<file path="src/source/readoutPkg.sv">
package readoutPkg;

    localparam int BcidBits = 6;

    // Stamp sent instead of the BCID in test pattern mode
    localparam logic [BcidBits-1:0] TestBcid = 6'b101010;

    // Hit word layout, sent MSB first:
    //   {column address, Gray BCID}
    // The column address width depends on the column count of the flavor
    function automatic int hitWordBits(int colAddrBits);
        return colAddrBits + BcidBits;
    endfunction

    function automatic logic [BcidBits-1:0] binToGray(logic [BcidBits-1:0] bin);
        return bin ^ (bin >> 1);
    endfunction

    // Decoding side, for whoever unpacks the hit words
    function automatic logic [BcidBits-1:0] grayToBin(logic [BcidBits-1:0] gray);
        logic [BcidBits-1:0] bin;
        bin[BcidBits-1] = gray[BcidBits-1];
        for (int i = BcidBits - 2; i >= 0; i--) begin
            bin[i] = bin[i+1] ^ gray[i];
        end
        return bin;
    endfunction

endpackage

</file>
<file path="src/source/confPkg.sv">
package confPkg;

    localparam int ConfBitsPerFlavor = 2; // Test pattern and flavor enable
    localparam int ConfBitsPerCol = 3;    // Pulse select, mask, monitor select

    // Serial image order, first shifted field ends at bit 0
    typedef enum int {
        FieldEnTestPattern,
        FieldEnFlavor,
        FieldColPulseSel,
        FieldColMask,
        FieldDigMonSel
    } confFieldT;

    localparam int NumConfFields = 5;

    // One default bit per field, replicated over its width
    localparam logic DefEnTestPattern = 1'b0;
    localparam logic DefEnFlavor = 1'b1;
    localparam logic DefColPulseSel = 1'b0;
    localparam logic DefColMask = 1'b1;       // 1 keeps the column active
    localparam logic DefDigMonSel = 1'b0;

    function automatic int fieldWidth(confFieldT field, int numFlavors, int numCols);
        if (field == FieldEnTestPattern || field == FieldEnFlavor) begin
            return numFlavors;
        end
        return numFlavors * numCols;
    endfunction

    // Sum of the widths of all fields shifted before this one
    function automatic int fieldOffset(confFieldT field, int numFlavors, int numCols);
        int off = 0;
        for (int f = 0; f < int'(field); f++) begin
            off += fieldWidth(confFieldT'(f), numFlavors, numCols);
        end
        return off;
    endfunction

    function automatic logic fieldDefault(confFieldT field);
        case (field)
            FieldEnTestPattern: return DefEnTestPattern;
            FieldEnFlavor:      return DefEnFlavor;
            FieldColPulseSel:   return DefColPulseSel;
            FieldColMask:       return DefColMask;
            default:            return DefDigMonSel;
        endcase
    endfunction

endpackage
</file>
<file path="src/source/monopixCore.sv">
`timescale 1ns/1ps

module monopixCore import confPkg::*, readoutPkg::*; #(
    parameter int NumFlavors = 2,
    parameter int NumCols = 4
) (
    input  logic                          ClkBx,
    input  logic                          reset_ff,
    input  logic                          ClkConf,
    input  logic                          SiConf,
    input  logic                          LdConf,
    input  logic                          DefConf,
    output logic                          SoConf,
    input  logic                          ResetBcid,
    input  logic                          Pulse,
    input  logic [NumFlavors*NumCols-1:0] Hits,
    input  logic [NumFlavors-1:0]         Freeze,
    input  logic [NumFlavors-1:0]         Read,
    output logic [NumFlavors-1:0]         Token,
    output logic [NumFlavors-1:0]         DataOut,
    output logic [NumFlavors-1:0]         OutValid,
    output logic [NumFlavors-1:0]         HitOr
);

    localparam int ConfBits = NumFlavors * (ConfBitsPerFlavor + ConfBitsPerCol * NumCols);
    localparam int NumColsAll = NumFlavors * NumCols;

    // Field positions in the active image
    localparam int OffEnTestPattern = fieldOffset(FieldEnTestPattern, NumFlavors, NumCols);
    localparam int OffEnFlavor = fieldOffset(FieldEnFlavor, NumFlavors, NumCols);
    localparam int OffColPulseSel = fieldOffset(FieldColPulseSel, NumFlavors, NumCols);
    localparam int OffColMask = fieldOffset(FieldColMask, NumFlavors, NumCols);
    localparam int OffDigMonSel = fieldOffset(FieldDigMonSel, NumFlavors, NumCols);

    logic [ConfBits-1:0]   confImage;
    logic [NumColsAll-1:0] colHits;
    logic [BcidBits-1:0]   bcid;        // Gray timestamp shared by all flavors

    confShiftReg #(
        .NumFlavors(NumFlavors),
        .NumCols(NumCols),
        .ConfBits(ConfBits)
    ) confReg0 (
        .ClkBx(ClkBx),
        .reset_ff(reset_ff),
        .ClkConf(ClkConf),
        .SiConf(SiConf),
        .LdConf(LdConf),
        .DefConf(DefConf),
        .SoConf(SoConf),
        .ConfOut(confImage)
    );

    matrixPeriphery #(
        .NumFlavors(NumFlavors),
        .NumCols(NumCols)
    ) periphery0 (
        .ClkBx(ClkBx),
        .reset_ff(reset_ff),
        .ResetBcid(ResetBcid),
        .Pulse(Pulse),
        .Hits(Hits),
        .EnFlavor(confImage[OffEnFlavor +: NumFlavors]),
        .ColPulseSel(confImage[OffColPulseSel +: NumColsAll]),
        .ColMask(confImage[OffColMask +: NumColsAll]),
        .DigMonSel(confImage[OffDigMonSel +: NumColsAll]),
        .ColHits(colHits),
        .Bcid(bcid),
        .HitOr(HitOr)
    );

    for (genvar f = 0; f < NumFlavors; f++) begin : genFlavor
        flavorReadout #(
            .NumCols(NumCols)
        ) readout0 (
            .ClkBx(ClkBx),
            .reset_ff(reset_ff),
            .ColHits(colHits[f*NumCols +: NumCols]),
            .Bcid(bcid),
            .Freeze(Freeze[f]),
            .Read(Read[f]),
            .EnTestPattern(confImage[OffEnTestPattern + f]),
            .Token(Token[f]),
            .DataOut(DataOut[f]),
            .OutValid(OutValid[f])
        );
    end

endmodule

</file>
<file path="src/source/flavorReadout.sv">
`timescale 1ns/1ps

module flavorReadout import readoutPkg::*; #(
    parameter int NumCols = 4
) (
    input  logic                ClkBx,
    input  logic                reset_ff,
    input  logic [NumCols-1:0]  ColHits,
    input  logic [BcidBits-1:0] Bcid,
    input  logic                Freeze,
    input  logic                Read,
    input  logic                EnTestPattern,
    output logic                Token,
    output logic                DataOut,
    output logic                OutValid
);

    localparam int ColAddrBits = (NumCols > 1) ? $clog2(NumCols) : 1;
    localparam int WordBits = hitWordBits(ColAddrBits);
    localparam int CntBits = $clog2(WordBits);

    logic [NumCols-1:0]     storedQ;           // Column holds a hit
    logic [BcidBits-1:0]    stampQ [NumCols];
    logic [NumCols-1:0]     captureEn;
    logic                   anyStored;
    logic                   readQ;
    logic                   readRise;
    logic [ColAddrBits-1:0] lowCol;
    logic                   pendingQ;          // Word load on the next edge
    logic [ColAddrBits-1:0] selColQ;
    logic [WordBits-1:0]    shiftQ;
    logic [CntBits-1:0]     bitCntQ;
    logic                   outValidQ;
    logic                   tokenQ;

    // Empty columns take the first hit unless frozen
    assign captureEn = ColHits & ~storedQ & {NumCols{~Freeze}};
    assign anyStored = |storedQ;
    assign readRise = Read & ~readQ;

    // Priority select, lowest stored column wins
    always_comb begin
        lowCol = '0;
        for (int c = NumCols - 1; c >= 0; c--) begin
            if (storedQ[c]) begin
                lowCol = ColAddrBits'(c);
            end
        end
    end

    always_ff @(posedge ClkBx) begin
        if (reset_ff) begin
            storedQ <= '0;
        end else begin
            for (int c = 0; c < NumCols; c++) begin
                if (captureEn[c]) begin
                    storedQ[c] <= 1'b1;
                end else if (pendingQ && selColQ == ColAddrBits'(c)) begin
                    storedQ[c] <= 1'b0;   // Freed as its word is loaded
                end
            end
        end
    end

    always_ff @(posedge ClkBx) begin
        for (int c = 0; c < NumCols; c++) begin
            if (captureEn[c]) begin
                stampQ[c] <= Bcid;
            end
        end
    end

    always_ff @(posedge ClkBx) begin
        if (reset_ff) begin
            readQ <= 1'b0;
            pendingQ <= 1'b0;
        end else begin
            readQ <= Read;
            // Read edges during a word are dropped
            pendingQ <= readRise && !outValidQ && !pendingQ && anyStored;
        end
    end

    always_ff @(posedge ClkBx) begin
        if (readRise) begin
            selColQ <= lowCol;
        end
    end

    always_ff @(posedge ClkBx) begin
        if (reset_ff) begin
            tokenQ <= 1'b0;
            outValidQ <= 1'b0;
            bitCntQ <= '0;
        end else begin
            tokenQ <= anyStored;
            if (pendingQ) begin
                outValidQ <= 1'b1;
                bitCntQ <= CntBits'(WordBits - 1);
            end else if (outValidQ) begin
                if (bitCntQ == '0) begin
                    outValidQ <= 1'b0;   // Last bit on the line
                end else begin
                    bitCntQ <= bitCntQ - 1'b1;
                end
            end
        end
    end

    always_ff @(posedge ClkBx) begin
        if (pendingQ) begin
            shiftQ <= {selColQ, EnTestPattern ? TestBcid : stampQ[selColQ]};
        end else if (outValidQ) begin
            shiftQ <= shiftQ << 1;
        end
    end

    assign Token = tokenQ;
    assign OutValid = outValidQ;
    assign DataOut = outValidQ & shiftQ[WordBits-1];   // MSB first

    // The column picked at the Read edge must still hold its hit at load
    assert property (@(posedge ClkBx) disable iff (reset_ff)
        pendingQ |-> storedQ[selColQ]);

    assert property (@(posedge ClkBx) disable iff (reset_ff)
        $rose(outValidQ) |-> ##(WordBits - 1) outValidQ ##1 !outValidQ);

endmodule

</file>
<file path="src/source/matrixPeriphery.sv">
`timescale 1ns/1ps

module matrixPeriphery import readoutPkg::*; #(
    parameter int NumFlavors = 2,
    parameter int NumCols = 4
) (
    input  logic                          ClkBx,
    input  logic                          reset_ff,
    input  logic                          ResetBcid,
    input  logic                          Pulse,
    input  logic [NumFlavors*NumCols-1:0] Hits,
    input  logic [NumFlavors-1:0]         EnFlavor,
    input  logic [NumFlavors*NumCols-1:0] ColPulseSel,
    input  logic [NumFlavors*NumCols-1:0] ColMask,
    input  logic [NumFlavors*NumCols-1:0] DigMonSel,
    output logic [NumFlavors*NumCols-1:0] ColHits,
    output logic [BcidBits-1:0]           Bcid,
    output logic [NumFlavors-1:0]         HitOr
);

    localparam int NumColsAll = NumFlavors * NumCols;

    logic [BcidBits-1:0]   bcidBin;
    logic [NumColsAll-1:0] injHits;    // Discriminator or injected pulse
    logic [NumColsAll-1:0] flavorEn;   // Flavor enable spread over its columns
    logic [NumFlavors-1:0] hitOrNext;

    always_comb begin
        for (int f = 0; f < NumFlavors; f++) begin
            flavorEn[f*NumCols +: NumCols] = {NumCols{EnFlavor[f]}};
        end
    end

    assign injHits = Hits | ({NumColsAll{Pulse}} & ColPulseSel);
    assign ColHits = injHits & ColMask & flavorEn;

    // Monitor OR per flavor over the selected columns
    always_comb begin
        for (int f = 0; f < NumFlavors; f++) begin
            hitOrNext[f] = |(ColHits[f*NumCols +: NumCols] & DigMonSel[f*NumCols +: NumCols]);
        end
    end

    always_ff @(posedge ClkBx) begin
        if (reset_ff || ResetBcid) begin
            bcidBin <= '0;
        end else begin
            bcidBin <= bcidBin + 1'b1;    // Wraps every 64 cycles
        end
    end

    always_ff @(posedge ClkBx) begin
        if (reset_ff) begin
            Bcid <= '0;
            HitOr <= '0;
        end else begin
            Bcid <= binToGray(bcidBin);
            HitOr <= hitOrNext;
        end
    end

    // Timestamp bus flips one bit per cycle, apart from a BCID reset
    assert property (@(posedge ClkBx) disable iff (reset_ff)
        !$past(ResetBcid, 2) && !$past(reset_ff, 2) |-> $countones(Bcid ^ $past(Bcid)) == 1);

endmodule

</file>
<file path="src/source/confShiftReg.sv">
`timescale 1ns/1ps

module confShiftReg import confPkg::*; #(
    parameter int NumFlavors = 2,
    parameter int NumCols = 4,
    parameter int ConfBits = NumFlavors * (ConfBitsPerFlavor + ConfBitsPerCol * NumCols)
) (
    input  logic                ClkBx,
    input  logic                reset_ff,
    input  logic                ClkConf,
    input  logic                SiConf,
    input  logic                LdConf,
    input  logic                DefConf,
    output logic                SoConf,
    output logic [ConfBits-1:0] ConfOut
);

    function automatic logic [ConfBits-1:0] buildDefault();
        logic [ConfBits-1:0] img;
        int off;
        img = '0;
        for (int f = 0; f < NumConfFields; f++) begin
            off = fieldOffset(confFieldT'(f), NumFlavors, NumCols);
            for (int b = 0; b < fieldWidth(confFieldT'(f), NumFlavors, NumCols); b++) begin
                img[off + b] = fieldDefault(confFieldT'(f));
            end
        end
        return img;
    endfunction

    localparam logic [ConfBits-1:0] DefImage = buildDefault();

    logic                clkConfQ;   // ClkConf seen on ClkBx
    logic                clkConfQQ;
    logic                siConfQ;    // Data bit taken with the edge
    logic                shiftEn;
    logic [ConfBits-1:0] shiftQ;
    logic [ConfBits-1:0] confQ;

    always_ff @(posedge ClkBx) begin
        if (reset_ff) begin
            clkConfQ <= 1'b0;
            clkConfQQ <= 1'b0;
        end else begin
            clkConfQ <= ClkConf;
            clkConfQQ <= clkConfQ;
        end
    end

    always_ff @(posedge ClkBx) begin
        siConfQ <= SiConf;
    end

    assign shiftEn = clkConfQ & ~clkConfQQ; // Rising edge of the slow strobe

    // New bits enter at the top and move down, so the first
    // shifted bit ends at bit 0 after ConfBits edges
    always_ff @(posedge ClkBx) begin
        if (reset_ff || DefConf) begin
            shiftQ <= DefImage;
            confQ <= DefImage;
        end else begin
            if (shiftEn) begin
                shiftQ <= {siConfQ, shiftQ[ConfBits-1:1]};
            end
            if (LdConf) begin
                confQ <= shiftQ;   // Level sensitive, copies every cycle
            end
        end
    end

    assign SoConf = shiftQ[0];
    assign ConfOut = confQ;

    // Active image moves only after a load, a default load or reset
    assert property (@(posedge ClkBx) disable iff (reset_ff)
        !$past(LdConf || DefConf || reset_ff) |-> $stable(ConfOut));

endmodule

</file>
<file path="config.mk">
export PLATFORM = sky130hd
export DESIGN_NAME = monopixCore
export DESIGN_NICKNAME = d
export VERILOG_FILES = /design/src/source/readoutPkg.sv /design/src/source/confPkg.sv /design/src/source/monopixCore.sv /design/src/source/flavorReadout.sv /design/src/source/matrixPeriphery.sv /design/src/source/confShiftReg.sv
export SDC_FILE = /design/constraint.sdc
export NUM_CORES = 1
export LEC_CHECK = 0
export BUFFER_PORTS_ARGS = -buffer_cell sky130_fd_sc_hd__buf_2
export CORE_ASPECT_RATIO = 1.25
export CORE_UTILIZATION = 50
export DETAILED_ROUTE_END_ITERATION = 7
export PLACE_DENSITY_LB_ADDON = 0.15
export SLEW_MARGIN = 20
export SYNTH_ARGS = -nofsm -noshare
export SYNTH_HDL_FRONTEND = slang
export SYNTH_SLANG_ARGS = --single-unit
</file>
<file path="constraint.sdc">
create_clock -name ClkBx -period 1.5 [get_ports ClkBx]
set_input_delay 0.375 -clock ClkBx [delete_from_list [all_inputs] [get_ports ClkBx]]
set_output_delay 0.375 -clock ClkBx [all_outputs]
set_load 0.01 [all_outputs]
</file>
==> results by group, run 1 <==
Outcome
  • Status: finished, final reports clean

Critical path
  • Worst reg2reg endpoint: genFlavor[0].readout0.shiftQ[4]
  • CP Depth: 3
  • FF-to-FF setup slack: roughly 0.037 ns
  • WP data arrival: about 1.6 ns
  • Critical path peak fanout: 7
  • Setup crit end: genFlavor[0].readout0.shiftQ[4]
  • Crit-path leading delay family: multiplexers
  • R2R cell count: 3
  • Crit-path cells: buf_4, mux4_2, a22o_1
  • Kind of critical path: register to register
  • CP Data Required Time: about 1.7 ns
  • Launch point of the worst reg-to-reg path: genFlavor[0].readout0.selColQ[0]
  • CP startpoint kind: register
  • Worst Path Buf+Inv: 1
  • Critical path's slowest cell: mux4_2
  • Endpoint type of the worst setup path: register
  • Worst Setup SP: genFlavor[0].readout0.selColQ[0]
  • Critical Path Max Stage Delay: between 0.5 and 0.6 ns

Global routing
  • GRT Overall Usage: between 20% and 30%
  • Largest net degree at the start of global routing: 36
  • Initial antenna violation count: 0
  • Remaining global-route overflow: 0
  • First-pass GRT wire length: approximately 20000 um
  • Vias in the first global route: approximately 3900

STA
  • Final Max Tran Viols: 0
  • Setup violators final: 0
  • Worst hold slack: slightly below 0.07 ns
  • Fin Clk Skew: roughly 0.012 ns
  • Crit path time final: around 1.5 ns
  • Max Fclk: ~0.68 GHz
  • Final Hold Fails: 0
  • Worst-Margin Slew: 0.3880 ns
  • Period utilisation layout: 97.56%
  • RSZ-0062 raised after global routing: yes
  • Rel. slew slack: 74.07%

Clocking
  • CTS max path bufs: 2
  • Worst-Skew Late Latency: 0.41 ns
  • Clock root cell: clkbuf_16
  • Cts-stage hold buffer count: 0
  • Worst-path clk slew: approximately 0.06 ns
  • CTS tree: yes
  • H-tree depth: 4
  • Clock Sinks: around 160
  • CTS buffer count: 17

Layout
  • Layout cell share with drive strength beyond 1: between 10% and 20%
  • # diodes: 0
  • Final Instance Count excl. Fillers: 744
  • Area grow syn2layout: 14.91%
  • Fin nets: a little under 600

Logic synthesis
  • Register area share after synthesis: approximately 63%
  • Number of synthesized flops with an enable pin: 68
  • Post-synth cell types: ~40
  • Synth Flop Type: dfxtp_1
  • Cell count after synthesis: approximately 520
  • Cell Area, Synth: just over 6000 um2
  • Mean Syn Cell Area: 11.94 um2
  • FF+latch count, synth: ~160
  • Synth Warn #: 0
  • Synth Net Count: between 500 and 600
  • Async SR Flop Fraction: 0%

Route
  • Via total after detailed routing: 3954
  • DRT Wirelength: between 10000 and 15000 um
  • DRT Pass-1 Iters: 4
  • Drc violations: 0
  • Vias per std cell: around 5.3
  • Iteration-0 DRC Markers: between 150 and 200
  • Final antenna-violating net count: 0
  • Routed WL per cell: roughly 16 um

Floorplanning
  • I/O pin count: 29
  • Die area: between 10000 and 15000 um2
  • Placeable Area: approximately 12000 um2
  • DIE HEIGHT: about 130 um
  • Initial core utilization: roughly half
  • # rows: between 40 and 50
  • Die width: slightly above 100 um

Power
  • Maximum vdd ir drop: about 920 uV
  • Leakage: between 2 and 3 nW
  • PD cells: around 1300 nW/um2

Min path
  • Worst hold path class: primary input to register

Job
  • Max-cap violation count: 0

Placed design
  • I/O Buffers: 28
  • Post-placement cell count: around 710
  • RePlAce Congestion: ~0.81
  • Detailed placer's ending HPWL: 8531 um
## how the worst min path moves through the flow
stage                      from  slack, ns  depth (start not counted)             endpoint
2_1_floorplan            SiConf       0.40                          0     confReg0.siConfQ
3_3_place_gp   confReg0.siConfQ       0.42                          2  confReg0.shiftQ[27]
3_5_place_dp   confReg0.siConfQ       0.44                          2  confReg0.shiftQ[27]
4_1_cts                  SiConf       0.05                          1     confReg0.siConfQ
5_1_grt                  SiConf       0.05                          1     confReg0.siConfQ
6_report                 SiConf       0.07                          1     confReg0.siConfQ
## worst register-to-register path, stage by stage (launching register included)
cell and delay (ns):
edfxtp_1 0.32, buf_4 0.18, mux4_2 0.51, a22o_1 0.21
## logic make-up (layout without fill, tap and decap cells)
kind of cell    Yosys count  count (layout)  share of synthesized area (%)
compound gates           68              68                          7.144
xor+xnor                  5               5                         0.7025
fa+ha+maj                 8               8                          1.606
buf+inv                  46             104                          3.773
flops                   163             163                          63.26
mux                      43              43                          9.472
simple gates            189             189                          14.05
## final cells by class
cell class / count / area, um2
fillers: 1040 / 4997
flip-flops and latches: 163 / 3945
multi-input cells: 313 / 2056
inverters: 14 / 52.55
clock buffers: 22 / 464.2
repair buffers: 58 / 381.6
clock inverters: 10 / 60.06
well taps: 164 / 205.2
## per-stage QoR
step / TNS [ns] / power [mW] / util [%] / instance area, um2 / setup slack [ns]
final: 0 / 9.312 / 58.91 / 7164 / 0.03659
after global routing: -0.0004327 / 9.644 / 58.91 / 7164 / -0.0004327
after global placement: -0.1867 / 5.576 / 54.52 / 6630 / -0.04893
after floorplan: 0 / 5.391 / - / 6235 / 0.1020
after detailed placement: -0.4297 / 5.600 / 54.52 / 6630 / -0.09200
after CTS: 0 / 9.410 / 58.89 / 7162 / 0.01185
## metal layers
| layer | vias to the layer above | track usage, % | routed length, um |
|---|---|---|---|
| met1 | 1922 | 24.54 | 5117 |
| li1 | 1945 | - | - |
| met5 | - | 0 | 0 |
| met4 | 0 | 8.992 | 213 |
| met3 | 10 | 4.132 | 392 |
| met2 | 77 | 34.78 | 6232 |
## cells in the mapped netlist (2+ instances only)
cell type | n | area [um2]
and2_1 | 2 | 12.51
a211oi_1 | 6 | 45.04
a41oi_1 | 2 | 17.52
mux2i_1 | 29 | 290.3
clkinv_1 | 2 | 7.510
nor4_1 | 2 | 12.51
and3b_1 | 2 | 17.52
or3_1 | 3 | 18.77
mux4_2 | 10 | 225.2
buf_1 | 3 | 11.26
clkbuf_1 | 3 | 11.26
nand2_1 | 75 | 281.5
nor3_1 | 10 | 50.05
a31oi_1 | 8 | 50.05
buf_2 | 17 | 85.08
o21ai_0 | 7 | 35.03
a41o_2 | 2 | 22.52
mux2_2 | 2 | 22.52
nand4_1 | 8 | 50.05
nand3_1 | 20 | 100.1
a21o_1 | 8 | 60.06
mux4_1 | 2 | 52.55
o22a_1 | 6 | 52.55
nand2b_1 | 4 | 25.02
buf_6 | 2 | 22.52
inv_1 | 12 | 45.04
edfxtp_1 | 68 | 2042
xor2_1 | 3 | 26.28
a21oi_1 | 24 | 120.1
nor2_1 | 39 | 146.4
xnor2_1 | 2 | 17.52
nor4b_1 | 2 | 17.52
a22o_1 | 4 | 35.03
nor2b_1 | 18 | 112.6
and2b_1 | 2 | 15.01
buf_4 | 7 | 52.55
dfxtp_1 | 95 | 1902
ha_1 | 8 | 100.1
## timing repair
| action | CTS | global route |
|---|---|---|
| resized for setup | 0 | 4 |
| pin swaps | 0 | 1 |
| setup buffers | 1 | 0 |
| endpoints found under the setup margin | 6 | 6 |
## power by group
group | switching (mW) | total (mW) | internal, mW
Combinational | 0.342 | 0.632 | 0.289
Sequential | 0.0893 | 4.87 | 4.78
Clock | 1.62 | 3.81 | 2.18
## placed cells by master (no fill, tap or decap), drive strengths merged, types with 3 or more instances in the layout
| cell type | instances |
|---|---|
| a211oi | 6 |
| a21o | 8 |
| a21oi | 24 |
| a22o | 4 |
| a31oi | 8 |
| buf | 58 |
| clkbuf | 22 |
| clkinv | 10 |
| dfxtp | 95 |
| edfxtp | 68 |
| ha | 8 |
| inv | 12 |
| mux2i | 29 |
| mux4 | 12 |
| nand2 | 75 |
| nand2b | 4 |
| nand3 | 20 |
| nand4 | 8 |
| nor2 | 39 |
| nor2b | 18 |
| nor3 | 10 |
| o21ai | 7 |
| o22a | 6 |
| or3 | 3 |
| xor2 | 3 |
## flip-flops by register name, summed over array words and instances (netlist names)
signal                       count
confReg0.ConfOut                28
confReg0.clkConfQ                1
confReg0.clkConfQQ               1
confReg0.shiftQ                 28
confReg0.siConfQ                 1
genFlavor.readout0.OutValid      2
genFlavor.readout0.Token         2
genFlavor.readout0.bitCntQ       6
genFlavor.readout0.pendingQ      2
genFlavor.readout0.readQ         2
genFlavor.readout0.selColQ       4
genFlavor.readout0.shiftQ       16
genFlavor.readout0.stampQ       48
genFlavor.readout0.storedQ       8
periphery0.Bcid                  6
periphery0.HitOr                 2
periphery0.bcidBin               6
Power figures use the tool's default switching activity.
==> inputs of run 2 (changes only) <==
--- a/config.mk
+++ b/config.mk
@@ -9,7 +9,7 @@
 export CORE_ASPECT_RATIO = 1.25
 export CORE_UTILIZATION = 50
 export DETAILED_ROUTE_END_ITERATION = 7
-export PLACE_DENSITY_LB_ADDON = 0.15
+export PLACE_DENSITY_LB_ADDON = 0.12
 export SLEW_MARGIN = 20
 export SYNTH_ARGS = -nofsm -noshare
 export SYNTH_HDL_FRONTEND = slang
==> run 2 against run 1 <==
  * Global-route usage is 0.50 points higher
  * Via count is 0.28% lower
  * First-iteration DRC count is 24% higher
  * Register-to-register slack hardly changed
  * Setup slack hardly changed
  * Sequential power hardly changed
  * Critical endpoint is now genFlavor[1].readout0.shiftQ[0]
  * Largest cell class unchanged
==> results by group, run 2 (synthesis results as in run 1) <==
Global routing
  • Initial antenna violation count: 0
  • Met3 Usage GRT: under 10%
  • First-pass GRT wire length: ~20000 um
  • GRT Overall Usage: roughly a fifth
  • Largest net degree at the start of global routing: 33
  • GRT busiest layer: met2
  • Remaining global-route overflow: 0
  • Vias in the first global route: around 4000
  • Grt met1 use: about a quarter
  • Met2 GRT Util: between 30 and 40%

Floorplanning
  • Die area: approximately 13000 um2
  • Initial core utilization: about half
  • DIE HEIGHT: approximately 130 um
  • I/O pin count: 29
  • Placeable Area: around 12000 um2
  • # rows: 45
  • Die width: 101.9 um

STA
  • Final Max Tran Viols: 0
  • RSZ-0062 raised after global routing: no
  • Period utilisation layout: between 90% and 100%
  • Final Hold Fails: 0
  • Setup violators final: 0
  • Max Fclk: about 0.7 GHz
  • Worst hold slack: ~0.058 ns
  • Crit path time final: ~1.5 ns
  • Worst-Margin Slew: 0.3720 ns
  • Fin Clk Skew: around 0.0088 ns
  • Rel. slew slack: about three quarters

Critical path
  • Kind of critical path: register to register
  • Endpoint type of the worst setup path: register
  • FF-to-FF setup slack: ~0.036 ns
  • CP startpoint kind: register
  • Launch point of the worst reg-to-reg path: genFlavor[1].readout0.selColQ[0]
  • Critical path peak fanout: 4
  • Worst reg2reg endpoint: genFlavor[1].readout0.shiftQ[0]
  • R2R cell count: 3
  • Worst Setup SP: genFlavor[1].readout0.selColQ[0]
  • WP data arrival: ~1.6 ns
  • CP Data Required Time: roughly 1.7 ns

Placed design
  • Post-placement cell count: approximately 700
  • I/O Buffers: 28
  • RePlAce Congestion: between 0.8 and 0.9
  • Detailed placer's ending HPWL: about 8800 um

Layout
  • Finished Core Util: between 50 and 60%
  • Area grow syn2layout: 16.60%
  • Top reg by flops: genFlavor.readout0.stampQ
  • Most frequent cells in the layout: dfxtp_1, nand2_1, edfxtp_1
  • # diodes: 0
  • Fin nets: 600
  • Layout cell share with drive strength beyond 1: a little under a fifth
  • Final Instance Count excl. Fillers: 748
  • Commonest non-fill, non-tap cell in the layout: dfxtp_1
  • Flip-flop count of the largest register after layout: 48

Min path
  • Worst Hold Endpoint: confReg0.siConfQ
  • Worst hold path class: primary input to register
  • Hold Path Depth: 1
  • HP Start: SiConf

Clocking
  • Worst-path clk slew: roughly 0.060 ns
  • CTS buffer count: 17
  • H-tree depth: 4
  • Clock root cell: clkbuf_16
  • Worst-Skew Late Latency: between 0.4 and 0.5 ns
  • Clock Sinks: ~160
  • CTS tree: yes
  • Cts-stage hold buffer count: 0
  • CTS max path bufs: 2

Route
  • Routed WL per cell: roughly 16 um
  • Iteration-0 DRC Markers: 240
  • Via total after detailed routing: a little under 4000
  • DRT Wirelength: roughly 12000 um
  • Vias per std cell: between 5 and 6
  • DRT Pass-1 Iters: 4
  • Drc violations: 0
  • Final antenna-violating net count: 0

Power
  • PD cells: between 1000 and 1500 nW/um2
  • Tot Pwr: 9.532 mW
  • Leakage: about 2.8 nW
  • Maximum vdd ir drop: around 800 uV

Job
  • Max-cap violation count: 0

Outcome
  • Status: finished, final reports clean
run 2: area by class of cell:
| type | count | area, um2 |
|---|---|---|
| fill | 1037 | 4892 |
| sequential | 163 | 3945 |
| multi-input combinational | 313 | 2058 |
| timing repair buffer | 63 | 456.7 |
| clock buffer | 18 | 439.2 |
| tap | 164 | 205.2 |
| clock inverter | 13 | 112.6 |
| inverter | 14 | 52.55 |
run 2: power by group:
group / switching [mW] / internal (mW) / total [mW]
logic: 0.353 / 0.308 / 0.661
registers: 0.0904 / 4.78 / 4.87
clock network: 1.69 / 2.31 / 4.00
total: 2.13 / 7.40 / 9.53
run 2: metal layers:
metal  part of all wire, %  wire, um
met4                   2.1       253
met5                     0         0
met3                   2.8       343
met1                    43      5270
met2                    52      6296
run 2: repair_timing:
| action | CTS | global route |
|---|---|---|
| pin swaps | 0 | 0 |
| gates cloned | 0 | 0 |
| gates resized for setup | 0 | 2 |
| endpoints found under the setup margin | 12 | 2 |
| buffers inserted | 4 | 0 |
| endpoints found under the hold margin | 0 | 0 |
run 2: worst max-delay path, stage by stage, from the launching register on:
cell,delay [ns]
edfxtp_1,0.35
buf_4,0.15
mux4_1,0.57
nor2b_1,0.15
run 2: through the flow:
stage,TNS (ns),area [um2],setup WS (ns)
global placement,-0.4167,6683,-0.06150
detailed placement,-1.069,6683,-0.1268
global route,0,7269,0.0007542
floorplan,0,6235,0.1020
finish,0,7269,0.03630
CTS,0,7264,0.0006515
run 2: how the worst max path moves through the flow:
stage | depth (start not counted) | endpoint | slack, ns
after global placement | 2 | genFlavor[1].readout0.shiftQ[4] | -0.06
after detailed placement | 2 | genFlavor[1].readout0.shiftQ[0] | -0.13
after CTS | 2 | DataOut[1] | 0.0007
after floorplan | 3 | genFlavor[0].readout0.shiftQ[2] | 0.10
final | 3 | genFlavor[1].readout0.shiftQ[0] | 0.04
after global routing | 2 | DataOut[1] | 0.0008
